==> src/rv_pkg.sv <==
// RV32I integer datapath package
// Word, instruction and control types, decode enums and the stream payloads
`default_nettype none

package rv_pkg;

    typedef logic [31:0] word_t;
    typedef logic [4:0]  reg_addr_t;

    // Instruction field views
    typedef struct packed {
        logic [6:0] funct7;
        reg_addr_t  rs2;
        reg_addr_t  rs1;
        logic [2:0] funct3;
        reg_addr_t  rd;
        logic [6:0] opcode;
    } r_type_t;

    typedef struct packed {
        logic [11:0] imm_11_0;
        reg_addr_t   rs1;
        logic [2:0]  funct3;
        reg_addr_t   rd;
        logic [6:0]  opcode;
    } i_type_t;

    typedef struct packed {
        logic [6:0] imm_11_5;
        reg_addr_t  rs2;
        reg_addr_t  rs1;
        logic [2:0] funct3;
        logic [4:0] imm_4_0;
        logic [6:0] opcode;
    } s_type_t;

    typedef struct packed {
        logic       imm_12;
        logic [5:0] imm_10_5;
        reg_addr_t  rs2;
        reg_addr_t  rs1;
        logic [2:0] funct3;
        logic [3:0] imm_4_1;
        logic       imm_11;
        logic [6:0] opcode;
    } b_type_t;

    typedef struct packed {
        logic [19:0] imm_31_12;
        reg_addr_t   rd;
        logic [6:0]  opcode;
    } u_type_t;

    typedef struct packed {
        logic       imm_20;
        logic [9:0] imm_10_1;
        logic       imm_11;
        logic [7:0] imm_19_12;
        reg_addr_t  rd;
        logic [6:0] opcode;
    } j_type_t;

    typedef union packed {
        r_type_t r;
        i_type_t i;
        s_type_t s;
        b_type_t b;
        u_type_t u;
        j_type_t j;
    } inst_t;

    // Major opcodes handled by this datapath
    typedef enum logic [6:0] {
        OPC_OP     = 7'b0110011,
        OPC_OP_IMM = 7'b0010011,
        OPC_LUI    = 7'b0110111,
        OPC_AUIPC  = 7'b0010111,
        OPC_JAL    = 7'b1101111,
        OPC_JALR   = 7'b1100111,
        OPC_BRANCH = 7'b1100011
    } opcode_e;

    typedef enum logic [1:0] {NONE, INTEGER, JUMP, BRANCH} op_kind_e;

    typedef enum logic [3:0] {
        ADD, SUB, SLL, SLT, SLTU, XOR, SRL, SRA, OR, AND, PASS_OP2
    } alu_fn_e;

    typedef enum logic [2:0] {NA, BEQ, BNE, BLT, BGE, BLTU, BGEU} branch_e;

    typedef enum logic {RS1, PC} op1_sel_e;

    typedef enum logic [2:0] {RS2, I_IMM, B_IMM, U_IMM, J_IMM} op2_sel_e;

    typedef struct packed {
        op_kind_e kind;
        alu_fn_e  fn;
        branch_e  br;
    } ctrl_t;

    typedef struct packed {
        word_t pc;
        inst_t ir;
    } fetch_t;

    typedef struct packed {
        ctrl_t     ctrl;
        word_t     pc;
        word_t     op1;
        word_t     op2;
        word_t     rs1;
        word_t     rs2;
        reg_addr_t rd;
        logic      illegal;
    } exec_t;

    typedef struct packed {
        word_t     pc;
        reg_addr_t rd;
        word_t     result;
        logic      wr_en;
        logic      redirect;
        word_t     target;
        logic      illegal;
    } result_t;

    typedef struct packed {
        logic      valid;
        reg_addr_t rd;
        word_t     value;
    } fwd_t;

endpackage

`default_nettype wire
==> src/int_core_top.sv <==
// RV32I integer datapath top level
// Input buffer, decode, register file, execute and writeback in one pipeline
`timescale 1ns/1ps
`default_nettype none

module int_core_top #(
    parameter int INBUF_DEPTH = 2
) (
    input  logic            sink,
    input  logic            rst,
    input  rv_pkg::fetch_t  in_data,
    input  logic            in_valid,
    output logic            in_ready,
    output rv_pkg::result_t out_data,
    output logic            out_valid,
    input  logic            out_ready
);
    rv_pkg::fetch_t    buf_data;
    logic              buf_valid;
    logic              buf_ready;
    rv_pkg::exec_t     ex_data;
    logic              ex_valid;
    logic              ex_ready;
    rv_pkg::result_t   rs_data;
    logic              rs_valid;
    logic              rs_ready;
    rv_pkg::reg_addr_t rs1_addr;
    rv_pkg::reg_addr_t rs2_addr;
    rv_pkg::word_t     rs1_data;
    rv_pkg::word_t     rs2_data;
    rv_pkg::fwd_t      exe_fwd;
    rv_pkg::fwd_t      wb_fwd;
    logic              wr_en;
    rv_pkg::reg_addr_t wr_addr;
    rv_pkg::word_t     wr_data;

    inst_buffer #(.INBUF_DEPTH(INBUF_DEPTH)) inbuf0 (
        .sink, .rst,
        .in_data, .in_valid, .in_ready,
        .buf_data, .buf_valid, .buf_ready
    );

    decode dec0 (
        .sink, .rst,
        .buf_data, .buf_valid, .buf_ready,
        .rs1_addr, .rs2_addr, .rs1_data, .rs2_data,
        .exe_fwd, .wb_fwd,
        .ex_data, .ex_valid, .ex_ready
    );

    reg_file rf0 (
        .sink, .rst,
        .rs1_addr, .rs2_addr, .rs1_data, .rs2_data,
        .wr_en, .wr_addr, .wr_data
    );

    execute exe0 (
        .sink, .rst,
        .ex_data, .ex_valid, .ex_ready,
        .exe_fwd,
        .rs_data, .rs_valid, .rs_ready
    );

    writeback wb0 (
        .sink, .rst,
        .rs_data, .rs_valid, .rs_ready,
        .wb_fwd, .wr_en, .wr_addr, .wr_data,
        .out_data, .out_valid, .out_ready
    );

endmodule

`default_nettype wire

==> src/writeback.sv <==
// Writeback stage
// Retire register that drives the output stream and commits to the register file
`timescale 1ns/1ps
`default_nettype none

module writeback (
    input  logic              sink,
    input  logic              rst,
    input  rv_pkg::result_t   rs_data,
    input  logic              rs_valid,
    output logic              rs_ready,
    output rv_pkg::fwd_t      wb_fwd,
    output logic              wr_en,
    output rv_pkg::reg_addr_t wr_addr,
    output rv_pkg::word_t     wr_data,
    output rv_pkg::result_t   out_data,
    output logic              out_valid,
    input  logic              out_ready
);
    logic commits;

    assign rs_ready = !out_valid || out_ready;

    always_ff @(posedge sink) begin
        if (rst)
            out_valid <= 1'b0;
        else if (rs_ready)
            out_valid <= rs_valid;
    end

    always_ff @(posedge sink) begin
        if (rs_valid && rs_ready)
            out_data <= rs_data;
    end

    // Held item has a register result
    assign commits = !out_data.illegal && out_data.wr_en && out_data.rd != '0;

    assign wr_en   = out_valid && out_ready && commits;
    assign wr_addr = out_data.rd;
    assign wr_data = out_data.result;

    assign wb_fwd.valid = out_valid && commits;
    assign wb_fwd.rd    = out_data.rd;
    assign wb_fwd.value = out_data.result;

endmodule

`default_nettype wire

==> src/execute.sv <==
// Execute stage
// ALU, branch compare and jump/branch targets on the held item
`timescale 1ns/1ps
`default_nettype none

module execute (
    input  logic            sink,
    input  logic            rst,
    input  rv_pkg::exec_t   ex_data,
    input  logic            ex_valid,
    output logic            ex_ready,
    output rv_pkg::fwd_t    exe_fwd,
    output rv_pkg::result_t rs_data,
    output logic            rs_valid,
    input  logic            rs_ready
);
    rv_pkg::exec_t cur;
    logic          cur_valid;
    rv_pkg::word_t alu;
    logic          taken;

    assign ex_ready = !cur_valid || rs_ready;
    assign rs_valid = cur_valid;

    always_ff @(posedge sink) begin
        if (rst)
            cur_valid <= 1'b0;
        else if (ex_ready)
            cur_valid <= ex_valid;
    end

    always_ff @(posedge sink) begin
        if (ex_valid && ex_ready)
            cur <= ex_data;
    end

    always_comb begin
        case (cur.ctrl.fn)
            rv_pkg::ADD:  alu = cur.op1 + cur.op2;
            rv_pkg::SUB:  alu = cur.op1 - cur.op2;
            rv_pkg::SLL:  alu = cur.op1 << cur.op2[4:0];
            rv_pkg::SLT:  alu = {31'b0, $signed(cur.op1) < $signed(cur.op2)};
            rv_pkg::SLTU: alu = {31'b0, cur.op1 < cur.op2};
            rv_pkg::XOR:  alu = cur.op1 ^ cur.op2;
            rv_pkg::SRL:  alu = cur.op1 >> cur.op2[4:0];
            rv_pkg::SRA:  alu = $unsigned($signed(cur.op1) >>> cur.op2[4:0]);
            rv_pkg::OR:   alu = cur.op1 | cur.op2;
            rv_pkg::AND:  alu = cur.op1 & cur.op2;
            default:      alu = cur.op2;
        endcase
    end

    always_comb begin
        case (cur.ctrl.br)
            rv_pkg::BEQ:  taken = cur.rs1 == cur.rs2;
            rv_pkg::BNE:  taken = cur.rs1 != cur.rs2;
            rv_pkg::BLT:  taken = $signed(cur.rs1) < $signed(cur.rs2);
            rv_pkg::BGE:  taken = $signed(cur.rs1) >= $signed(cur.rs2);
            rv_pkg::BLTU: taken = cur.rs1 < cur.rs2;
            rv_pkg::BGEU: taken = cur.rs1 >= cur.rs2;
            default:      taken = 1'b0;
        endcase
    end

    always_comb begin
        rs_data          = '0;
        rs_data.pc       = cur.pc;
        rs_data.rd       = cur.rd;
        rs_data.illegal  = cur.illegal;
        case (cur.ctrl.kind)
            rv_pkg::INTEGER: begin
                rs_data.result = alu;
                rs_data.wr_en  = 1'b1;
            end
            rv_pkg::JUMP: begin
                rs_data.result   = cur.pc + 32'd4;
                rs_data.wr_en    = 1'b1;
                rs_data.redirect = 1'b1;
                rs_data.target   = {alu[31:1], 1'b0};
            end
            rv_pkg::BRANCH: begin
                rs_data.redirect = taken;
                rs_data.target   = alu;
            end
            default: ;
        endcase
    end

    assign exe_fwd.valid = cur_valid && !cur.illegal && rs_data.wr_en && cur.rd != '0;
    assign exe_fwd.rd    = cur.rd;
    assign exe_fwd.value = rs_data.result;

endmodule

`default_nettype wire

==> src/reg_file.sv <==
// Integer register file
// 32 x 32-bit, two combinational read ports, one write port, x0 tied to zero
`timescale 1ns/1ps
`default_nettype none

module reg_file (
    input  logic              sink,
    input  logic              rst,
    input  rv_pkg::reg_addr_t rs1_addr,
    input  rv_pkg::reg_addr_t rs2_addr,
    output rv_pkg::word_t     rs1_data,
    output rv_pkg::word_t     rs2_data,
    input  logic              wr_en,
    input  rv_pkg::reg_addr_t wr_addr,
    input  rv_pkg::word_t     wr_data
);
    rv_pkg::word_t regs [1:31];

    always_ff @(posedge sink) begin
        if (rst) begin
            for (int i = 1; i < 32; i++)
                regs[i] <= '0;
        end else if (wr_en && wr_addr != '0) begin
            regs[wr_addr] <= wr_data;
        end
    end

    // x0 never stored
    assign rs1_data = (rs1_addr == '0) ? '0 : regs[rs1_addr];
    assign rs2_data = (rs2_addr == '0) ? '0 : regs[rs2_addr];

endmodule

`default_nettype wire

==> src/decode.sv <==
// Instruction decode stage
// Holds the fetched instruction, decodes it, builds immediates and
// resolves operands from execute, writeback or the register file
`timescale 1ns/1ps
`default_nettype none

module decode (
    input  logic              sink,
    input  logic              rst,
    input  rv_pkg::fetch_t    buf_data,
    input  logic              buf_valid,
    output logic              buf_ready,
    output rv_pkg::reg_addr_t rs1_addr,
    output rv_pkg::reg_addr_t rs2_addr,
    input  rv_pkg::word_t     rs1_data,
    input  rv_pkg::word_t     rs2_data,
    input  rv_pkg::fwd_t      exe_fwd,
    input  rv_pkg::fwd_t      wb_fwd,
    output rv_pkg::exec_t     ex_data,
    output logic              ex_valid,
    input  logic              ex_ready
);
    rv_pkg::fetch_t   cur;
    logic             cur_valid;
    rv_pkg::inst_t    ir;
    rv_pkg::ctrl_t    ctrl;
    rv_pkg::op1_sel_e op1_sel;
    rv_pkg::op2_sel_e op2_sel;
    rv_pkg::word_t    i_imm;
    rv_pkg::word_t    b_imm;
    rv_pkg::word_t    u_imm;
    rv_pkg::word_t    j_imm;
    rv_pkg::word_t    rs1;
    rv_pkg::word_t    rs2;

    // Newest producer wins
    function automatic rv_pkg::word_t resolve(rv_pkg::reg_addr_t addr, rv_pkg::word_t rf,
                                              rv_pkg::fwd_t exe, rv_pkg::fwd_t wb);
        if (exe.valid && exe.rd == addr)
            return exe.value;
        if (wb.valid && wb.rd == addr)
            return wb.value;
        return rf;
    endfunction

    assign buf_ready = !cur_valid || ex_ready;
    assign ex_valid  = cur_valid;

    always_ff @(posedge sink) begin
        if (rst)
            cur_valid <= 1'b0;
        else if (buf_ready)
            cur_valid <= buf_valid;
    end

    always_ff @(posedge sink) begin
        if (buf_valid && buf_ready)
            cur <= buf_data;
    end

    assign ir       = cur.ir;
    assign rs1_addr = ir.r.rs1;
    assign rs2_addr = ir.r.rs2;

    assign i_imm = {{20{ir.i.imm_11_0[11]}}, ir.i.imm_11_0};
    assign b_imm = {{19{ir.b.imm_12}}, ir.b.imm_12, ir.b.imm_11, ir.b.imm_10_5,
                    ir.b.imm_4_1, 1'b0};
    assign u_imm = {ir.u.imm_31_12, 12'b0};
    assign j_imm = {{11{ir.j.imm_20}}, ir.j.imm_20, ir.j.imm_19_12, ir.j.imm_11,
                    ir.j.imm_10_1, 1'b0};

    always_comb begin
        ctrl    = '{kind: rv_pkg::NONE, fn: rv_pkg::ADD, br: rv_pkg::NA};
        op1_sel = rv_pkg::RS1;
        op2_sel = rv_pkg::RS2;
        case (ir.r.opcode)
            rv_pkg::OPC_OP, rv_pkg::OPC_OP_IMM: begin
                ctrl.kind = rv_pkg::INTEGER;
                if (ir.r.opcode == rv_pkg::OPC_OP_IMM)
                    op2_sel = rv_pkg::I_IMM;
                case (ir.r.funct3)
                    3'b000: begin
                        // Immediate form has no SUB
                        if (ir.r.funct7[5] && ir.r.opcode == rv_pkg::OPC_OP)
                            ctrl.fn = rv_pkg::SUB;
                        else
                            ctrl.fn = rv_pkg::ADD;
                    end
                    3'b001: ctrl.fn = rv_pkg::SLL;
                    3'b010: ctrl.fn = rv_pkg::SLT;
                    3'b011: ctrl.fn = rv_pkg::SLTU;
                    3'b100: ctrl.fn = rv_pkg::XOR;
                    3'b101: ctrl.fn = ir.r.funct7[5] ? rv_pkg::SRA : rv_pkg::SRL;
                    3'b110: ctrl.fn = rv_pkg::OR;
                    default: ctrl.fn = rv_pkg::AND;
                endcase
            end
            rv_pkg::OPC_LUI: begin
                ctrl.kind = rv_pkg::INTEGER;
                ctrl.fn   = rv_pkg::PASS_OP2;
                op2_sel   = rv_pkg::U_IMM;
            end
            rv_pkg::OPC_AUIPC: begin
                ctrl.kind = rv_pkg::INTEGER;
                op1_sel   = rv_pkg::PC;
                op2_sel   = rv_pkg::U_IMM;
            end
            rv_pkg::OPC_JAL: begin
                ctrl.kind = rv_pkg::JUMP;
                op1_sel   = rv_pkg::PC;
                op2_sel   = rv_pkg::J_IMM;
            end
            rv_pkg::OPC_JALR: begin
                ctrl.kind = rv_pkg::JUMP;
                op2_sel   = rv_pkg::I_IMM;
            end
            rv_pkg::OPC_BRANCH: begin
                ctrl.kind = rv_pkg::BRANCH;
                op1_sel   = rv_pkg::PC;
                op2_sel   = rv_pkg::B_IMM;
                case (ir.r.funct3)
                    3'b000: ctrl.br = rv_pkg::BEQ;
                    3'b001: ctrl.br = rv_pkg::BNE;
                    3'b100: ctrl.br = rv_pkg::BLT;
                    3'b101: ctrl.br = rv_pkg::BGE;
                    3'b110: ctrl.br = rv_pkg::BLTU;
                    3'b111: ctrl.br = rv_pkg::BGEU;
                    default: ctrl.kind = rv_pkg::NONE;
                endcase
            end
            default: ctrl.kind = rv_pkg::NONE;
        endcase
    end

    assign rs1 = resolve(rs1_addr, rs1_data, exe_fwd, wb_fwd);
    assign rs2 = resolve(rs2_addr, rs2_data, exe_fwd, wb_fwd);

    always_comb begin
        ex_data.ctrl    = ctrl;
        ex_data.pc      = cur.pc;
        ex_data.op1     = (op1_sel == rv_pkg::PC) ? cur.pc : rs1;
        ex_data.rs1     = rs1;
        ex_data.rs2     = rs2;
        ex_data.rd      = ir.r.rd;
        ex_data.illegal = ctrl.kind == rv_pkg::NONE;
        case (op2_sel)
            rv_pkg::I_IMM: ex_data.op2 = i_imm;
            rv_pkg::B_IMM: ex_data.op2 = b_imm;
            rv_pkg::U_IMM: ex_data.op2 = u_imm;
            rv_pkg::J_IMM: ex_data.op2 = j_imm;
            default:       ex_data.op2 = rs2;
        endcase
    end

endmodule

`default_nettype wire

==> src/inst_buffer.sv <==
// Instruction input buffer
// Circular FIFO between the instruction source and decode
`timescale 1ns/1ps
`default_nettype none

module inst_buffer #(
    parameter int INBUF_DEPTH = 2
) (
    input  logic           sink,
    input  logic           rst,
    input  rv_pkg::fetch_t in_data,
    input  logic           in_valid,
    output logic           in_ready,
    output rv_pkg::fetch_t buf_data,
    output logic           buf_valid,
    input  logic           buf_ready
);
    localparam int PTR_W = $clog2(INBUF_DEPTH);

    rv_pkg::fetch_t   mem [INBUF_DEPTH];
    logic [PTR_W-1:0] wr_ptr;
    logic [PTR_W-1:0] rd_ptr;
    logic [PTR_W:0]   count;
    logic             push;
    logic             pop;

    assign in_ready  = count != (PTR_W + 1)'(INBUF_DEPTH);
    assign buf_valid = count != '0;
    assign buf_data  = mem[rd_ptr];

    assign push = in_valid && in_ready;
    assign pop  = buf_valid && buf_ready;

    always_ff @(posedge sink) begin
        if (rst) begin
            wr_ptr <= '0;
            rd_ptr <= '0;
            count  <= '0;
        end else begin
            // Pointers wrap naturally at a power-of-two depth
            if (push)
                wr_ptr <= wr_ptr + 1'b1;
            if (pop)
                rd_ptr <= rd_ptr + 1'b1;
            if (push && !pop)
                count <= count + 1'b1;
            else if (pop && !push)
                count <= count - 1'b1;
        end
    end

    always_ff @(posedge sink) begin
        if (push)
            mem[wr_ptr] <= in_data;
    end

endmodule

`default_nettype wire

==> config.mk <==
export PLATFORM = sky130hd
export DESIGN_NAME = int_core_top
export DESIGN_NICKNAME = d
export VERILOG_FILES = /design/src/rv_pkg.sv /design/src/int_core_top.sv /design/src/writeback.sv /design/src/execute.sv /design/src/reg_file.sv /design/src/decode.sv /design/src/inst_buffer.sv
export SDC_FILE = /design/constraint.sdc
export NUM_CORES = 2
export LEC_CHECK = 0
export BUFFER_PORTS_ARGS = -buffer_cell sky130_fd_sc_hd__buf_2
export CORE_UTILIZATION = 60
export DETAILED_ROUTE_END_ITERATION = 8
export PLACE_DENSITY = 0.85
export SKIP_LAST_GASP = 1
export SLEW_MARGIN = 10
export SYNTH_ARGS = -nofsm -noshare
export SYNTH_HDL_FRONTEND = slang
export SYNTH_HIERARCHICAL = 1
export SYNTH_SLANG_ARGS = --single-unit
==> constraint.sdc <==
create_clock -name sink -period 10.3 [get_ports sink]
set_clock_uncertainty 0.05 [all_clocks]
set_input_delay 2.06 -clock sink [delete_from_list [all_inputs] [get_ports sink]]
set_output_delay 2.06 -clock sink [all_outputs]
set_load 0.005 [all_outputs]
==> impl_metrics.env <==
export IMPL_outcome="complete, but fails checks"
export IMPL_violations="max-capacitance violations, max-slew violations"
export IMPL_core_area_mm2=0.142
export IMPL_syn2layout_area_growth_pct=6.70
export IMPL_die_w_um=381
export IMPL_holdBufCountCts=0
export IMPL_dieArea_mm2=0.145
export IMPL_netlist_instances=6697
export IMPL_synth_seq_cells=1503
export IMPL_yosysWarnings=6
export IMPL_clk_latency_ns=0.80
export IMPL_antenna_found_initial=30
export IMPL_grt_overflow=0
export IMPL_drive_gt1_frac=0.194
export IMPL_leakagePower_nw=33.5
export IMPL_hold_violations=0
export IMPL_dr_total_vias=63146
export IMPL_synth_flop_cell="edfxtp_1"
export IMPL_setup_viol=0
export IMPL_routed_via_density=7.43
export IMPL_gp_congestion=1.05
export IMPL_root_buffer="clkbuf_16"
export IMPL_p_int_mw=14.8
export IMPL_timing_fmax_ghz=0.172
export IMPL_synth_area_mm2=0.0862
export IMPL_start_util=0.607
export IMPL_crit_end="exe0/cur[78]"
export IMPL_num_fill_cells=9933
export IMPL_relSlewSlack=-0.0588
export IMPL_synth_edff_count=1495
export IMPL_maxCapViolCount=1
export IMPL_area_sequential_mm2=0.0451
export IMPL_worstSetupEndpointType="register"
export IMPL_slowest_delay_ns=1.13
export IMPL_dieHeight_um=381
export IMPL_drtPass1Iterations=9
export IMPL_synth_cell_types=107
export IMPL_grtUsageTotal=0.411
export IMPL_path_class="register to register"
export IMPL_drc_errors=0
export IMPL_wl_um=305000
export IMPL_grt_pass1_vias=59970
export IMPL_cpMaxStageDelayCell="a2111oi_0"
export IMPL_async_flop_share=0
export IMPL_startpoint_type="register"
export IMPL_drv_slew=2
export IMPL_switching_share=0.423
export IMPL_place_inst=8227
export IMPL_h_tree_depth=4
export IMPL_synth_avg_cell_area_um2=12.9
export IMPL_dp_hpwl_um=199000
export IMPL_ant_nets=0
export IMPL_synth_top_area_share=0.521
export IMPL_instances_no_fill=8500
export IMPL_cts_setup_buffers=0
export IMPL_crit_chain="buf_4 > clkinv_1 > buf_4 > fa_1 > and2b_1 > o2111ai_1 > a21oi_1 > o21ai_0 > a21oi_1 > xnor2_1 > nor2_1 > a2111oi_0 > o32ai_1 > nor3_1 > a31oi_1 > a22o_1"
export IMPL_dpl_cell_area_mm2=0.0874
export IMPL_multi_input_area_mm2=0.0370
export IMPL_ioPinCount=174
export IMPL_startpoint="exe0/cur[71]"
export IMPL_rrSetupSlack_ns=4.47
export IMPL_reg2reg_depth=16
export IMPL_cts_made_buffers=147
export IMPL_pwr_share_comb=0.461
export IMPL_r2r_start="exe0/cur[71]"
export IMPL_worstPathArrival_ns=6.34
export IMPL_seq_power_share=0.333
export IMPL_fin_nets=6694
export IMPL_tightest_slew_ns=1.57
export IMPL_clkPwrFrac=0.206
export IMPL_post_drt_wl_per_cell_um=35.9
export IMPL_r2r_end="exe0/cur[78]"
export IMPL_synth_top_area_cell="edfxtp_1"
export IMPL_tns_ns=0
export IMPL_io_buffers=173
export IMPL_fin_crit_ns=5.83
export IMPL_grt_start_max_net_pins=107
export IMPL_clock_path_buffers=3
export IMPL_synth_area_leaders="edfxtp_1 52%, mux4_2 11%, and2_1 7.3%"
export IMPL_clk_pin_slew_ns=0.06
export IMPL_switchingPower_mw=10.9
export IMPL_crit_required_ns=10.81
export IMPL_final_period_utilization=0.566
export IMPL_p_per_area_mw_per_mm2=279
export IMPL_grt_pass1_wl_um=426000
export IMPL_rsz0062_at_grt="no"
export IMPL_cts_sinks=1503
export IMPL_placementRows=138
export IMPL_ir_worst_vdd_mv=0.295
export IMPL_yosysSeqAreaShare=0.522
export IMPL_cts_resized=0
export IMPL_fin_area_mm2=0.0920
export IMPL_drtIter0Drc=11260
export IMPL_final_util=0.648
export IMPL_cts_tree="done"
export IMPL_holdCritPathClass="register to register"
export IMPL_cp_max_fo=41
## critical path, delay by kind of cell, from the launching register on
| kind | cells | cell delay, ns |
|---|---|---|
| AND/OR/NAND/NOR | 3 | 0.56 |
| adder cells (fa/ha/maj) | 1 | 0.46 |
| buffers and inverters | 3 | 1.32 |
| flip-flops | 1 | 0.33 |
| AO/OA/AOI/OAI | 8 | 2.66 |
| XOR/XNOR | 1 | 0.17 |
## cell families (layout without fill, tap and decap cells)
kind of cell    after synthesis  after routing  synth area share
other cells                   1             48         0.0000435
simple gates               1931           1931             0.127
xor+xnor                     82             82           0.00833
mux                         951            951             0.171
buf+inv                     911            777            0.0531
fa+ha+maj                   139            139            0.0203
compound gates             1179           1179            0.0983
flops                      1503           1503             0.522
## cell usage in the layout, fill, tap and decap left out, drive strengths merged, types with 49 or more instances in the layout
cell type,n
o21ai,174
buf,371
a2111oi,67
mux2i,427
nor4,49
a22oi,123
nor2,300
o22ai,95
clkinv,63
a211oi,79
inv,154
nand2,154
mux4,403
a221oi,63
a21oi,253
mux2,121
nor3,105
ha,137
and2,1013
clkbuf,177
a22o,63
nor2b,81
edfxtp,1495
## power groups by stage
| stage | registers, mW | logic, mW | clock network [mW] |
|---|---|---|---|
| final | 8.56 | 11.8 | 5.28 |
| after global routing | 8.56 | 12.1 | 5.49 |
| after CTS | 8.48 | 11.2 | 5.27 |
| after detailed placement | 8.59 | 11.1 | 0 |
| after global placement | 8.56 | 11.0 | 0 |
| after floorplan | 8.20 | 7.70 | 0 |
## cell type report
cell class                      count  area share
Timing Repair Buffer              371      0.0266
Sequential cell                  1503       0.490
Antenna cell                       16    0.000435
Clock buffer                      177      0.0421
Inverter                          150     0.00612
Multi-Input combinational cell   4314       0.402
Clock inverter                     79     0.00764
Tap cell                         1890      0.0257
## per-stage QoR
stage               hold slack, ns  worst slack (ns)  power (mW)
CTS                          0.406              4.87        25.0
finish                       0.407              4.47        25.7
floorplan                    0.377              2.50        15.9
detailed placement           0.391              4.73        19.7
global placement             0.388              4.72        19.6
global route                 0.411              4.52        26.1
## per-layer routing
metal,track usage,part of all wire,vias up
li1,-,-,24871
met1,0.512,0.33,30944
met2,0.604,0.43,6006
met3,0.144,0.16,1315
met4,0.277,0.084,10
met5,0,0.00055,-
## cells in the mapped netlist (23+ instances only)
cell       number
a2111oi_0      30
nor4_1         49
a221oi_2       42
o211ai_1       27
nand4_1        31
a31oi_1        43
nand3_1        42
nand2b_1       23
a211oi_1       77
a21oi_1       250
buf_2         103
mux2_2        121
nor2_1        298
inv_1         140
clkbuf_1      388
and2_1       1013
mux2i_1       427
a22o_1         63
ha_1          137
xnor2_1        44
buf_6          33
mux4_2        403
a22oi_1       122
nor2b_1        80
a2111oi_1      32
nand2_1       154
o22ai_1        95
a21o_1         26
edfxtp_1     1495
o21ai_1        29
buf_4         206
or2_2          38
o21ai_0       144
buf_1          28
nor3_1        103
xor2_1         38
## worst min path at each step
stage | startpoint | end | cells after the start
global route | exe0/rs_data[0] | wb0/out_data[0] | 0
global placement | exe0/rs_data[0] | wb0/out_data[0] | 0
floorplan | dec0/ex_data[162] | exe0/rs_data[100] | 0
finish | exe0/rs_data[0] | wb0/out_data[0] | 0
CTS | exe0/rs_data[0] | wb0/out_data[0] | 0
detailed placement | exe0/rs_data[0] | wb0/out_data[0] | 0
## flip-flops by register name, indices dropped and copies added, names as in the netlist, named ones only
signal and cells:
wb0/out_valid 1, inbuf0/mem 128, dec0/ex_data 32, exe0/exe_fwd 5
exe0/rs_data 33, inbuf0/count 2, wb0/wr_addr 5, dec0/ir 32
inbuf0/wr_ptr 1, exe0/rs_valid 1, inbuf0/rd_ptr 1, exe0/cur 137
wb0/out_data 67, dec0/ex_valid 1, wb0/wr_data 32, rf0/regs 1024
Note: power is estimated with default switching activity, not from simulation.
